<file path="src/rtl/uart_periph_pkg.sv">
`default_nettype none

package uart_periph_pkg;

    ////////////////////////////////////////////////////////////////////////////
    // frame format and sizes
    ////////////////////////////////////////////////////////////////////////////

    // data bits per frame
    localparam int unsigned DW = 8;
    // stop bits
    localparam int unsigned SW = 1;
    // full shift sequence of start, data and stop bits
    localparam int unsigned SL = 1 + DW + SW;
    // serializer bit counter width
    localparam int unsigned CW = $clog2(SL);
    // deserializer data bit counter width
    localparam int unsigned BW = $clog2(DW);

    // baud divisor width, one bit lasts divisor plus one clocks
    localparam int unsigned RW = 16;
    localparam logic [RW-1:0] BDR_RST = RW'(15);

    // fifo depths
    localparam int unsigned TX_DEPTH = 8;
    localparam int unsigned RX_DEPTH = 4;

    ////////////////////////////////////////////////////////////////////////////
    // host bus
    ////////////////////////////////////////////////////////////////////////////

    localparam int unsigned AW = 2;

    // register map
    typedef enum logic [AW-1:0] {
        adr_baud   = 2'd0,
        adr_status = 2'd1,
        adr_txdata = 2'd2,
        adr_rxdata = 2'd3
    } bus_adr_e;

    // op_none means no request this cycle
    typedef enum logic [1:0] {
        op_none  = 2'd0,
        op_read  = 2'd1,
        op_write = 2'd2
    } bus_op_e;

    typedef struct packed {
        bus_op_e     op;
        bus_adr_e    adr;
        logic [31:0] wdt;
    } bus_req_t;

    typedef struct packed {
        logic [31:0] rdt;
        logic        err;
    } bus_rsp_t;

    // status word, frame_err sits in bit 0
    typedef struct packed {
        logic tx_full;
        logic tx_empty;
        logic rx_empty;
        logic rx_overrun;
        logic frame_err;
    } status_t;

    ////////////////////////////////////////////////////////////////////////////
    // receive path
    ////////////////////////////////////////////////////////////////////////////

    typedef enum logic [1:0] {
        des_idle,
        des_start,
        des_data,
        des_stop
    } des_state_e;

    typedef struct packed {
        logic [DW-1:0] dat;
        logic          frame_err;
    } rx_byte_t;

endpackage: uart_periph_pkg

`default_nettype wire

</file>
<file path="src/rtl/uart_fifo.sv">
`default_nettype none

module uart_fifo import uart_periph_pkg::*; #(
    parameter int unsigned DEPTH = 4
)(
    input  wire logic          clk,
    input  wire logic          rst,
    // write side
    input  wire logic          push,
    input  wire logic [DW-1:0] wdt,
    output logic               full,
    // read side
    input  wire logic          pop,
    output logic [DW-1:0]      rdt,
    output logic               vld,
    output logic               empty
);

    logic [DW-1:0]              mem [DEPTH];
    logic [$clog2(DEPTH)-1:0]   wr_ptr;
    logic [$clog2(DEPTH)-1:0]   rd_ptr;
    // occupancy
    logic [$clog2(DEPTH+1)-1:0] cnt;
    logic                       push_ok;
    logic                       pop_ok;

    // pushes when full and pops when empty are dropped
    assign push_ok = push & ~full;
    assign pop_ok  = pop & ~empty;

    // storage
    always_ff @(posedge clk) begin
        if (push_ok) mem[wr_ptr] <= wdt;
    end

    // pointers wrap at DEPTH
    always_ff @(posedge clk, posedge rst) begin
        if (rst) begin
            wr_ptr <= '0;
            rd_ptr <= '0;
        end else begin
            if (push_ok) begin
                wr_ptr <= (wr_ptr == ($clog2(DEPTH))'(DEPTH - 1)) ? '0 : wr_ptr + 1'b1;
            end
            if (pop_ok) begin
                rd_ptr <= (rd_ptr == ($clog2(DEPTH))'(DEPTH - 1)) ? '0 : rd_ptr + 1'b1;
            end
        end
    end

    always_ff @(posedge clk, posedge rst) begin
        if (rst) begin
            cnt <= '0;
        end else begin
            case ({push_ok, pop_ok})
                2'b10:   cnt <= cnt + 1'b1;
                2'b01:   cnt <= cnt - 1'b1;
                default: cnt <= cnt;
            endcase
        end
    end

    // flags follow the registered count
    assign full  = (cnt == ($clog2(DEPTH+1))'(DEPTH));
    assign empty = (cnt == '0);
    assign vld   = ~empty;

    // head of queue, valid while vld
    assign rdt = mem[rd_ptr];

    a_no_overflow:  assert property (@(posedge clk) disable iff (rst) push |-> !full);
    a_no_underflow: assert property (@(posedge clk) disable iff (rst) pop |-> !empty);

endmodule: uart_fifo

`default_nettype wire

</file>
<file path="src/rtl/uart_ser.sv">
`default_nettype none

module uart_ser import uart_periph_pkg::*; (
    input  wire logic          clk,
    input  wire logic          rst,
    // baud divisor
    input  wire logic [RW-1:0] cfg_bdr,
    // byte stream from tx fifo
    input  wire logic          str_vld,
    input  wire logic [DW-1:0] str_dat,
    output logic               str_rdy,
    // serial line
    output logic               txd
);

    // stream handshake
    logic          str_trn;

    // baud timing
    logic [RW-1:0] bdr_cnt;
    logic          bdr_end;

    // position within the frame
    logic [CW-1:0] shf_cnt;
    logic          shf_end;
    logic          shf_run;

    // byte plus start bit
    logic [DW:0]   shf_dat;

    ////////////////////////////////////////////////////////////////////////////
    // stream side
    ////////////////////////////////////////////////////////////////////////////

    assign str_trn = str_vld & str_rdy;

    // accept when idle or right as the last stop bit ends
    assign str_rdy = ~shf_run | (shf_end & bdr_end);

    ////////////////////////////////////////////////////////////////////////////
    // bit timing
    ////////////////////////////////////////////////////////////////////////////

    assign bdr_end = (bdr_cnt == cfg_bdr);
    assign shf_end = (shf_cnt == CW'(SL - 1));

    // baud counter restarts on each transfer
    always_ff @(posedge clk, posedge rst) begin
        if (rst) begin
            bdr_cnt <= '0;
        end else if (str_trn) begin
            bdr_cnt <= '0;
        end else if (shf_run) begin
            bdr_cnt <= bdr_end ? '0 : bdr_cnt + 1'b1;
        end
    end

    // bit counter and run flag
    always_ff @(posedge clk, posedge rst) begin
        if (rst) begin
            shf_cnt <= '0;
            shf_run <= 1'b0;
        end else if (str_trn) begin
            shf_cnt <= '0;
            shf_run <= 1'b1;
        end else if (shf_run && bdr_end) begin
            if (shf_end) begin
                shf_cnt <= '0;
                shf_run <= 1'b0;
            end else begin
                shf_cnt <= shf_cnt + 1'b1;
            end
        end
    end

    ////////////////////////////////////////////////////////////////////////////
    // shifter
    ////////////////////////////////////////////////////////////////////////////

    // line idles high, so reset to ones
    // ones shift in behind the data and form the stop bits
    always_ff @(posedge clk, posedge rst) begin
        if (rst) begin
            shf_dat <= '1;
        end else if (str_trn) begin
            shf_dat <= {str_dat, 1'b0};
        end else if (shf_run && bdr_end) begin
            shf_dat <= {1'b1, shf_dat[DW:1]};
        end
    end

    assign txd = shf_dat[0];

    // no stray start bits between frames
    a_idle_high: assert property (@(posedge clk) disable iff (rst) !shf_run |-> txd);

endmodule: uart_ser

`default_nettype wire

</file>
<file path="src/rtl/uart_des.sv">
`default_nettype none

module uart_des import uart_periph_pkg::*; (
    input  wire logic          clk,
    input  wire logic          rst,
    // baud divisor
    input  wire logic [RW-1:0] cfg_bdr,
    // serial line
    input  wire logic          rxd,
    // received byte strobe
    output logic               rx_vld,
    output rx_byte_t           rx_byte
);

    // synchronizer and edge detect
    logic [1:0]    rxd_sync;
    logic          rxd_dly;
    logic          rxd_bit;
    logic          rxd_fall;

    des_state_e    state;

    // baud timing
    logic [RW-1:0] bdr_cnt;
    logic          bdr_end;
    logic          bdr_hlf;

    // data bit index
    logic [BW-1:0] bit_cnt;

    // stop bit sampled, waiting out its second half
    logic          stp_smp;
    logic          stp_bit;

    logic [DW-1:0] shf_dat;

    ////////////////////////////////////////////////////////////////////////////
    // line input
    ////////////////////////////////////////////////////////////////////////////

    always_ff @(posedge clk, posedge rst) begin
        if (rst) begin
            rxd_sync <= '1;
            rxd_dly  <= 1'b1;
        end else begin
            rxd_sync <= {rxd_sync[0], rxd};
            rxd_dly  <= rxd_sync[1];
        end
    end

    assign rxd_bit  = rxd_sync[1];
    assign rxd_fall = rxd_dly & ~rxd_bit;

    // full period and mid-bit points
    assign bdr_end = (bdr_cnt == cfg_bdr);
    assign bdr_hlf = (bdr_cnt == (cfg_bdr >> 1));

    ////////////////////////////////////////////////////////////////////////////
    // receive FSM
    ////////////////////////////////////////////////////////////////////////////

    always_ff @(posedge clk, posedge rst) begin
        if (rst) begin
            state   <= des_idle;
            bdr_cnt <= '0;
            bit_cnt <= '0;
            stp_smp <= 1'b0;
            rx_vld  <= 1'b0;
        end else begin
            rx_vld <= 1'b0;
            case (state)
                des_idle: begin
                    bdr_cnt <= '0;
                    if (rxd_fall) state <= des_start;
                end
                // recheck start at mid-bit, high there means a glitch
                des_start: begin
                    if (bdr_hlf) begin
                        bdr_cnt <= '0;
                        bit_cnt <= '0;
                        state   <= rxd_bit ? des_idle : des_data;
                    end else begin
                        bdr_cnt <= bdr_cnt + 1'b1;
                    end
                end
                // one sample per period, lsb first
                des_data: begin
                    if (bdr_end) begin
                        bdr_cnt <= '0;
                        bit_cnt <= bit_cnt + 1'b1;
                        if (bit_cnt == BW'(DW - 1)) state <= des_stop;
                    end else begin
                        bdr_cnt <= bdr_cnt + 1'b1;
                    end
                end
                des_stop: begin
                    if (!stp_smp) begin
                        if (bdr_end) begin
                            bdr_cnt <= '0;
                            stp_smp <= 1'b1;
                        end else begin
                            bdr_cnt <= bdr_cnt + 1'b1;
                        end
                    end else if (bdr_hlf || rxd_fall) begin
                        // a start edge here cuts the wait short for back-to-back frames
                        bdr_cnt <= '0;
                        stp_smp <= 1'b0;
                        rx_vld  <= 1'b1;
                        state   <= rxd_fall ? des_start : des_idle;
                    end else begin
                        bdr_cnt <= bdr_cnt + 1'b1;
                    end
                end
                default: state <= des_idle;
            endcase
        end
    end

    ////////////////////////////////////////////////////////////////////////////
    // data capture
    ////////////////////////////////////////////////////////////////////////////

    always_ff @(posedge clk) begin
        if (state == des_data && bdr_end) shf_dat <= {rxd_bit, shf_dat[DW-1:1]};
        if (state == des_stop && !stp_smp && bdr_end) stp_bit <= rxd_bit;
    end

    // held stable until the next frame's data phase
    assign rx_byte = '{dat: shf_dat, frame_err: ~stp_bit};

    a_vld_pulse: assert property (@(posedge clk) disable iff (rst) rx_vld |=> !rx_vld);

endmodule: uart_des

`default_nettype wire

</file>
<file path="src/rtl/uart_regs.sv">
`default_nettype none

module uart_regs import uart_periph_pkg::*; (
    input  wire logic          clk,
    input  wire logic          rst,
    // host bus
    input  wire bus_req_t      bus_req,
    output logic               rsp_vld,
    output bus_rsp_t           bus_rsp,
    // baud divisor
    output logic [RW-1:0]      cfg_bdr,
    // tx fifo write side
    output logic               tx_push,
    output logic [DW-1:0]      tx_wdt,
    input  wire logic          tx_full,
    input  wire logic          tx_empty,
    // rx fifo read side
    output logic               rx_pop,
    input  wire logic [DW-1:0] rx_rdt,
    input  wire logic          rx_empty,
    // deserializer strobe
    input  wire logic          rx_vld,
    input  wire rx_byte_t      rx_byte,
    input  wire logic          rx_full
);

    logic     req_vld;
    logic     bdr_wen;
    logic     sts_wen;
    status_t  sts;
    status_t  sts_clr;
    bus_rsp_t rsp_nxt;

    // sticky flags
    logic     rx_overrun;
    logic     frame_err;
    logic     ovr_set;
    logic     fer_set;

    assign req_vld = (bus_req.op != op_none);

    assign sts = '{
        tx_full:    tx_full,
        tx_empty:   tx_empty,
        rx_empty:   rx_empty,
        rx_overrun: rx_overrun,
        frame_err:  frame_err
    };

    // write one to clear
    assign sts_clr = status_t'(bus_req.wdt[$bits(status_t)-1:0]);

    // tx data is the low byte of the write
    assign tx_wdt = bus_req.wdt[DW-1:0];

    ////////////////////////////////////////////////////////////////////////////
    // request decode
    ////////////////////////////////////////////////////////////////////////////

    always_comb begin
        rsp_nxt = '0;
        bdr_wen = 1'b0;
        sts_wen = 1'b0;
        tx_push = 1'b0;
        rx_pop  = 1'b0;
        case (bus_req.op)
            op_read: begin
                case (bus_req.adr)
                    adr_baud:   rsp_nxt.rdt = 32'(cfg_bdr);
                    adr_status: rsp_nxt.rdt = 32'(sts);
                    // empty read answers err with zero data
                    adr_rxdata: begin
                        rx_pop      = ~rx_empty;
                        rsp_nxt.rdt = rx_empty ? '0 : 32'(rx_rdt);
                        rsp_nxt.err = rx_empty;
                    end
                    default:    rsp_nxt.err = 1'b1;
                endcase
            end
            op_write: begin
                case (bus_req.adr)
                    adr_baud:   bdr_wen = 1'b1;
                    adr_status: sts_wen = 1'b1;
                    // full fifo drops the byte
                    adr_txdata: begin
                        tx_push     = ~tx_full;
                        rsp_nxt.err = tx_full;
                    end
                    default:    rsp_nxt.err = 1'b1;
                endcase
            end
            op_none: rsp_nxt = '0;
            default: rsp_nxt.err = 1'b1;
        endcase
    end

    ////////////////////////////////////////////////////////////////////////////
    // registers
    ////////////////////////////////////////////////////////////////////////////

    always_ff @(posedge clk, posedge rst) begin
        if (rst) begin
            cfg_bdr <= BDR_RST;
        end else if (bdr_wen) begin
            cfg_bdr <= bus_req.wdt[RW-1:0];
        end
    end

    // a good byte with no room is an overrun
    assign ovr_set = rx_vld & ~rx_byte.frame_err & rx_full;
    assign fer_set = rx_vld & rx_byte.frame_err;

    // a new event wins over a clear in the same cycle
    always_ff @(posedge clk, posedge rst) begin
        if (rst) begin
            rx_overrun <= 1'b0;
            frame_err  <= 1'b0;
        end else begin
            if (ovr_set) begin
                rx_overrun <= 1'b1;
            end else if (sts_wen && sts_clr.rx_overrun) begin
                rx_overrun <= 1'b0;
            end
            if (fer_set) begin
                frame_err <= 1'b1;
            end else if (sts_wen && sts_clr.frame_err) begin
                frame_err <= 1'b0;
            end
        end
    end

    // response one cycle after the request
    always_ff @(posedge clk, posedge rst) begin
        if (rst) begin
            rsp_vld <= 1'b0;
        end else begin
            rsp_vld <= req_vld;
        end
    end

    always_ff @(posedge clk) begin
        bus_rsp <= rsp_nxt;
    end

    // an idle cycle carries an all-zero response
    a_rsp_only_on_req: assert property (@(posedge clk) disable iff (rst)
        !rsp_vld |-> (bus_rsp == '0));

endmodule: uart_regs

`default_nettype wire

</file>
<file path="src/rtl/uart_periph_top.sv">
`default_nettype none

module uart_periph_top import uart_periph_pkg::*; (
    input  wire logic     clk,
    input  wire logic     rst,
    // host bus
    input  wire bus_req_t bus_req,
    output logic          rsp_vld,
    output bus_rsp_t      bus_rsp,
    // serial lines
    output logic          txd,
    input  wire logic     rxd
);

    logic [RW-1:0] cfg_bdr;

    // transmit path
    logic          tx_push;
    logic [DW-1:0] tx_wdt;
    logic          tx_full;
    logic          tx_empty;
    logic          tx_vld;
    logic [DW-1:0] tx_dat;
    logic          tx_rdy;
    logic          tx_pop;

    // receive path
    logic          rx_vld;
    rx_byte_t      rx_byte;
    logic          rx_push;
    logic          rx_full;
    logic          rx_pop;
    logic [DW-1:0] rx_rdt;
    logic          rx_empty;

    ////////////////////////////////////////////////////////////////////////////
    // register block
    ////////////////////////////////////////////////////////////////////////////

    uart_regs i_uart_regs (
        .clk      (clk),
        .rst      (rst),
        .bus_req  (bus_req),
        .rsp_vld  (rsp_vld),
        .bus_rsp  (bus_rsp),
        .cfg_bdr  (cfg_bdr),
        .tx_push  (tx_push),
        .tx_wdt   (tx_wdt),
        .tx_full  (tx_full),
        .tx_empty (tx_empty),
        .rx_pop   (rx_pop),
        .rx_rdt   (rx_rdt),
        .rx_empty (rx_empty),
        .rx_vld   (rx_vld),
        .rx_byte  (rx_byte),
        .rx_full  (rx_full)
    );

    ////////////////////////////////////////////////////////////////////////////
    // transmit
    ////////////////////////////////////////////////////////////////////////////

    // valid/ready transfer pops the fifo
    assign tx_pop = tx_vld & tx_rdy;

    uart_fifo #(.DEPTH(TX_DEPTH)) tx_fifo (
        .clk   (clk),
        .rst   (rst),
        .push  (tx_push),
        .wdt   (tx_wdt),
        .full  (tx_full),
        .pop   (tx_pop),
        .rdt   (tx_dat),
        .vld   (tx_vld),
        .empty (tx_empty)
    );

    uart_ser i_uart_ser (
        .clk     (clk),
        .rst     (rst),
        .cfg_bdr (cfg_bdr),
        .str_vld (tx_vld),
        .str_dat (tx_dat),
        .str_rdy (tx_rdy),
        .txd     (txd)
    );

    ////////////////////////////////////////////////////////////////////////////
    // receive
    ////////////////////////////////////////////////////////////////////////////

    uart_des i_uart_des (
        .clk     (clk),
        .rst     (rst),
        .cfg_bdr (cfg_bdr),
        .rxd     (rxd),
        .rx_vld  (rx_vld),
        .rx_byte (rx_byte)
    );

    // only good frames with room are stored
    assign rx_push = rx_vld & ~rx_byte.frame_err & ~rx_full;

    uart_fifo #(.DEPTH(RX_DEPTH)) rx_fifo (
        .clk   (clk),
        .rst   (rst),
        .push  (rx_push),
        .wdt   (rx_byte.dat),
        .full  (rx_full),
        .pop   (rx_pop),
        .rdt   (rx_rdt),
        .vld   (),
        .empty (rx_empty)
    );

endmodule: uart_periph_top

`default_nettype wire

</file>
<file path="config.mk">
export PLATFORM = sky130hd
export DESIGN_NAME = uart_periph_top
export DESIGN_NICKNAME = d
export VERILOG_FILES = /design/src/rtl/uart_periph_pkg.sv /design/src/rtl/uart_fifo.sv /design/src/rtl/uart_ser.sv /design/src/rtl/uart_des.sv /design/src/rtl/uart_regs.sv /design/src/rtl/uart_periph_top.sv
export SDC_FILE = /design/constraint.sdc
export NUM_CORES = 1
export LEC_CHECK = 0
export BUFFER_PORTS_ARGS = -buffer_cell sky130_fd_sc_hd__buf_4
export CAP_MARGIN = 20
export CORE_MARGIN = 5
export CORE_UTILIZATION = 46
export DETAILED_ROUTE_END_ITERATION = 16
export PLACE_DENSITY = 0.66
export SYNTH_ARGS = -nofsm -noshare
export SYNTH_HDL_FRONTEND = slang
export SYNTH_SLANG_ARGS = --single-unit
</file>
<file path="constraint.sdc">
create_clock -name clk -period 5.7 [get_ports clk]
set_input_delay 1.71 -clock clk [delete_from_list [all_inputs] [get_ports clk]]
set_output_delay 1.71 -clock clk [all_outputs]
set_load 0.01 [all_outputs]
</file>
==> reports/qor.csv, run 1 <==
metric,value,unit
status,completed,
diodes,0,
cts-resized-gates,0,
nFillCells,1741,
drive_above_1_share,0.2208,
ys_ff_latch,214,
async_flop_share,0.4299,
drv_slew,0,
path_cells,buf_4 > nand2b_1 > a21o_1 > nor2_1 > inv_1 > ha_1 > ha_1 > a21o_1 > a21oi_1 > xnor2_1 > nor2_1 > xor2_1,
tightest_slew,0.8355,ns
hold_slack,0.3599,ns
antenna_found_initial,0,
drt-met1-wl,8.322,mm
post_dp_cell_area,10260,um^2
io_buffers,41,
start_util,0.4660,
synthesis.area,9797,um^2
critPathRequiredTime,6.09,ns
synth_flop_cell,edfxtp_1,
synth_edf_count,105,
start_kind,primary input,
grt_start_max_net_pins,63,
final_area,11070,um^2
power_density,406.6,nW/um^2
io_pins,74,
htreeDepth,1,
fmax,284.1,MHz
yosysWarnings,0,
core,21020,um^2
met3_length,836,um
grt_first_pass_wirelength,30.91,mm
period_share,0.6174,
fin_setup_tns,0,ns
numClockSinks,214,
syn_avg_cell_area,13.44,um^2
final_util,0.5268,
period_minus_slack,3.519,ns
pre_cts_ws,1.694,ns
worstPathMaxFanout,14,
peakVddDrop,0.0002671,V
hold_buffers,0,
clockBufferDepth,3,
drt-total-wl,19.29,mm
crit_slowest_cell,nor2_1,
finalClockSkew,0.007430,ns
min_path_type,reg2reg,
seq_area_frac_synth,0.5936,
dp_cells,1017,
drtIter0Drc,381,
total_power,4.502,mW
setup_ws,2.181,ns
cp.arrival,3.91,ns
ant_nets,0,
layout_common_cells,"edfxtp_1 (105), dfrtp_1 (76), xor2_1 (49)",
overflow,0,
dieHeight,155.9,um
dieArea,24320,um^2
hold_violations,0,
die_w,155.9,um
drc,0,
globalplace.congestion,0.7902,
ys_types,64,
path_class,in2reg,
numCtsBuffers,24,
end_kind,register,
cts_tree,done,
power.leakage,4.315,nW
hpwlAfterDp,13.28,mm
synth_cells,729,
multi_input_area,3657,um^2
slew_headroom,0.4410,
nNetsFinal,834,
dr_total_vias,5702,
rsz0062_at_grt,false,
finalSetupViolations,0,
cp_slowest_stage_delay,0.30,ns
path_clk_slew,0.06,ns
final_common_cell,edfxtp_1,
fp-row-count,53,
clock_latency,0.51,ns
layout.cells.non_filler,1063,
drv_cap,0,
routedWlPerCell,18.15,um
track_usage,0.1596,
cts_setup_buffers,0,
met2_length,9.679,mm
synthToLayoutAreaGrowth,13.04,%
routed.top_layer,met4,
root_buffer,clkbuf_16,
via_per_inst,5.364,
dr.pass1.iters,4,
seq_area,5816,um^2
grt_pass1_vias,5786,
[power by group]
group          switching, mW  total [mW]  leakage [nW]  internal [mW]
Sequential             0.275        2.08          2.23           1.80
Clock                  0.586        1.48         0.382          0.889
Combinational          0.451       0.950          1.70          0.499
Total                   1.31        4.50          4.31           3.19
[cells by family after synthesis]
group / after synthesis / synth area share
AO/OA/AOI/OAI: 62 / 0.04636
XOR/XNOR: 78 / 0.06973
adder cells (fa/ha/maj): 25 / 0.03346
buffers and inverters: 73 / 0.03882
flip-flops: 214 / 0.5936
multiplexers: 65 / 0.1015
other: 1 / 0.0003828
AND/OR/NAND/NOR: 211 / 0.1161
[layer usage]
layer | global-route usage | vias up
met2 | 0.2730 | 112
met3 | 0.02774 | 33
met5 | 0 | -
met4 | 0.03918 | 0
li1 | - | 2689
met1 | 0.2133 | 2868
[final cells by class]
cell class / count / area share
clock buffers: 33 / 0.06203
clock inverters: 11 / 0.007457
inverters: 25 / 0.008587
multi-input cells: 457 / 0.3302
flip-flops and latches: 214 / 0.5251
well taps: 275 / 0.03107
repair buffers: 48 / 0.03548
[worst paths after layout]
kind | from | end | slack [ns] | depth (start not counted)
min in group asynchronous | rst | i_uart_ser.shf_cnt[2]$_DFFE_PP0P_ | 1.24 | 2
max reg2reg | i_uart_regs.cfg_bdr[2]$_DFFE_PP1P_ | tx_fifo.cnt[3]$_DFFE_PP0P_ | 2.33 | 12
max in group asynchronous | rst | i_uart_des.rxd_sync[0]$_DFF_PP1_ | 3.61 | 3
min reg2reg | i_uart_des.rxd_sync[0]$_DFF_PP1_ | i_uart_des.rxd_sync[1]$_DFF_PP1_ | 0.36 | 0
max | bus_req[32] | tx_fifo.cnt[3]$_DFFE_PP0P_ | 2.18 | 12
min | i_uart_des.rxd_sync[0]$_DFF_PP1_ | i_uart_des.rxd_sync[1]$_DFF_PP1_ | 0.36 | 0
[critical path: cells and delay by family]
kind | cells | cell delay (ns)
adders and majority gates | 2 | 0.52
buffers and inverters | 2 | 0.26
and+or+nand+nor | 3 | 0.54
xor gates and xnor gates | 2 | 0.29
AOI/OAI and AO/OA | 3 | 0.57
[cell usage after synthesis, types with 19 or more instances]
master / n / area (um^2)
xnor2_1: 29 / 254.0
nand4_1: 22 / 137.6
inv_1: 25 / 93.84
mux4_2: 24 / 540.5
mux2_2: 28 / 315.3
nor3_1: 22 / 110.1
edfxtp_1: 105 / 3153
o21ai_0: 19 / 95.09
dfrtp_1: 76 / 1902
nor2_1: 47 / 176.4
xor2_1: 49 / 429.2
nand2_1: 46 / 172.7
ha_1: 23 / 287.8
[sequential cells by signal, summed over array words and instances, names as in the netlist, 2 cells and up, named ones only]
register and count:
i_uart_des.bdr_cnt 16, i_uart_des.bit_cnt 3, i_uart_des.rxd_sync 2, i_uart_des.shf_dat 8, i_uart_regs.bus_rsp 17, i_uart_regs.cfg_bdr 16
i_uart_ser.bdr_cnt 16, i_uart_ser.shf_cnt 4, i_uart_ser.shf_dat 9, rx_fifo.cnt 3, rx_fifo.mem 32, rx_fifo.rd_ptr 2
rx_fifo.wr_ptr 2, tx_fifo.cnt 4, tx_fifo.mem 64, tx_fifo.rd_ptr 3, tx_fifo.wr_ptr 3
(Power assumes the default switching activity.)
==> run 2, diff against run 1 <==
--- a/config.mk
+++ b/config.mk
@@ -10,7 +10,7 @@
 export CORE_MARGIN = 5
 export CORE_UTILIZATION = 46
 export DETAILED_ROUTE_END_ITERATION = 16
-export PLACE_DENSITY = 0.66
+export PLACE_DENSITY = 0.68
 export SYNTH_ARGS = -nofsm -noshare
 export SYNTH_HDL_FRONTEND = slang
 export SYNTH_SLANG_ARGS = --single-unit
==> constraint.sdc (replaced) <==
create_clock -name clk -period 2.91 [get_ports clk]
set_input_delay 0.873 -clock clk [delete_from_list [all_inputs] [get_ports clk]]
set_output_delay 0.873 -clock clk [all_outputs]
set_load 0.01 [all_outputs]
==> reports/qor.csv, run 2 (synthesized netlist as in run 1, its figures left out) <==
metric,value,unit
cp_top_family,simple AND/OR/NAND/NOR gates,
cp.arrival,3.19,ns
crit_slowest_cell,dfstp_2,
power_density,810.3,nW/um^2
htreeDepth,1,
crit_cells,12,
path_buf_inv,0,
peakVddDrop,0.0005687,V
internal_power,6.599,mW
routedWlPerCell,17.94,um
dr.pass1.iters,4,
p_sw,2.614,mW
antenna_found_initial,0,
drt-met1-wl,8.413,mm
comb_power_share,0.221,
fp-row-count,53,
start_util,0.4660,
finalClockSkew,0.02334,ns
root_buffer,clkbuf_16,
largest_register_ffs,64,
fmax,357.1,MHz
critPathRequiredTime,3.30,ns
io_buffers,41,
die_w,155.9,um
synthToLayoutAreaGrowth,16.05,%
drv_slew,0,
end_kind,register,
met2_length,10.08,mm
via_per_inst,5.369,
nNetsFinal,862,
io_pins,74,
top_register,tx_fifo.mem,
path_class,reg2reg,
slew_headroom,0.4699,
met3_length,781,um
core,21020,um^2
drive_above_1_share,0.2515,
final_common_cell,edfxtp_1,
start_kind,register,
reg_top3,"tx_fifo.mem x64, rx_fifo.mem x32, i_uart_regs.bus_rsp x17",
dieHeight,155.9,um
clockBufferDepth,3,
status,completed,
numCtsBuffers,23,
grt_first_pass_wirelength,31.93,mm
reg2regPathDepth,12,
ant_nets,0,
finalSetupViolations,0,
critical_path.startpoint,i_uart_regs.cfg_bdr[1]$_DFFE_PP1P_,
power.leakage,4.478,nW
routed.top_layer,met4,
path_clk_slew,0.06,ns
pwr-share-clk,0.346,
clock_latency,0.52,ns
cp_slowest_stage_delay,0.59,ns
diodes,0,
overflow,0,
worstPathMaxFanout,4,
track_usage,0.1623,
drtIter0Drc,234,
dr_total_vias,5852,
tightest_slew,0.7952,ns
grt_start_max_net_pins,45,
drc,0,
min_path_type,reg2reg,
path_cells,xor2_1 > nor4_2 > nand4_2 > o21a_4 > nor2_8 > ha_1 > ha_1 > a21o_1 > a21oi_2 > xnor2_1 > nor2_1 > xor2_1,
p_seq_frac,0.433,
layout_common_cells,"edfxtp_1 (105), dfrtp_1 (76), buf_4 (75)",
hpwlAfterDp,13.90,mm
min_delay_path_depth,0,
hold_violations,0,
cts_tree,done,
fin_setup_tns,0,ns
globalplace.congestion,0.8027,
drv_cap,0,
period_minus_slack,2.801,ns
numClockSinks,214,
dieArea,24320,um^2
hold_slack,0.3555,ns
post_dp_cell_area,10490,um^2
min_from,i_uart_des.rxd_sync[0]$_DFF_PP1_,
period_share,0.9624,
r2r-start,i_uart_regs.cfg_bdr[1]$_DFFE_PP1P_,
final_area,11370,um^2
grt_pass1_vias,6180,
drt-total-wl,19.56,mm
rsz0062_at_grt,false,
switching_share,0.2837,
[run 2: path summary, 6_finish.rpt]
check | to | slack, ns
worst max-delay path | tx_fifo.cnt[3]$_DFFE_PP0P_ | 0.11
worst min-delay path | i_uart_des.rxd_sync[1]$_DFF_PP1_ | 0.36
worst max register to register | tx_fifo.cnt[3]$_DFFE_PP0P_ | 0.11
worst min register to register | i_uart_des.rxd_sync[1]$_DFF_PP1_ | 0.36
max in group asynchronous | i_uart_ser.shf_dat[3]$_DFFE_PP1P_ | 1.68
min in group asynchronous | i_uart_ser.shf_run$_DFFE_PP0P_ | 0.46
[run 2: timing repair]
item                       in CTS  in global routing
setup endpoints to repair       0                  1
resized for setup               0                  2
buffers inserted                0                  1
hold buffers                    0                  0
[run 2: worst reg2reg max path, cell delays in order, from the launching register on]
cell	delay, ns
dfstp_2	0.59
xor2_1	0.10
nor4_2	0.35
nand4_2	0.19
o21a_4	0.26
nor2_8	0.08
ha_1	0.20
ha_1	0.24
a21o_1	0.19
a21oi_2	0.16
xnor2_1	0.13
nor2_1	0.06
xor2_1	0.14
[run 2: final cells by class]
type / instances / area, um^2
fillers: 1698 / 9652
flip-flops and latches: 214 / 5816
multi-input cells: 457 / 3667
repair buffers: 77 / 610.6
clock buffers: 27 / 600.6
well taps: 275 / 344.1
clock inverters: 15 / 234.0
inverters: 25 / 97.59
[run 2: routing by layer]
layer | track usage | up-vias
met4 | 0.03668 | 0
li1 | - | 2735
met5 | 0 | -
met3 | 0.02469 | 26
met2 | 0.2856 | 102
met1 | 0.2133 | 2989
[run 2: power groups by stage]
stage | Combinational [mW] | Clock, mW | Sequential [mW]
2_1_floorplan | 1.62 | 0 | 3.87
3_3_place_gp | 1.85 | 0 | 4.08
3_5_place_dp | 1.94 | 0 | 4.10
5_1_grt | 2.25 | 3.38 | 4.04
6_report | 2.04 | 3.19 | 3.99
4_1_cts | 1.96 | 3.26 | 4.04
[run 2: metrics by stage]
step,setup WS (ns),power (mW),util,std cells
after floorplan,0.001315,5.486,-,744
after global placement,0.08575,5.923,0.4990,1046
after detailed placement,-0.02941,6.040,0.4990,1046
after CTS,0.08458,9.260,0.5387,1088
after global routing,0.003033,9.669,0.5409,1090
final,0.1093,9.213,0.5409,1090
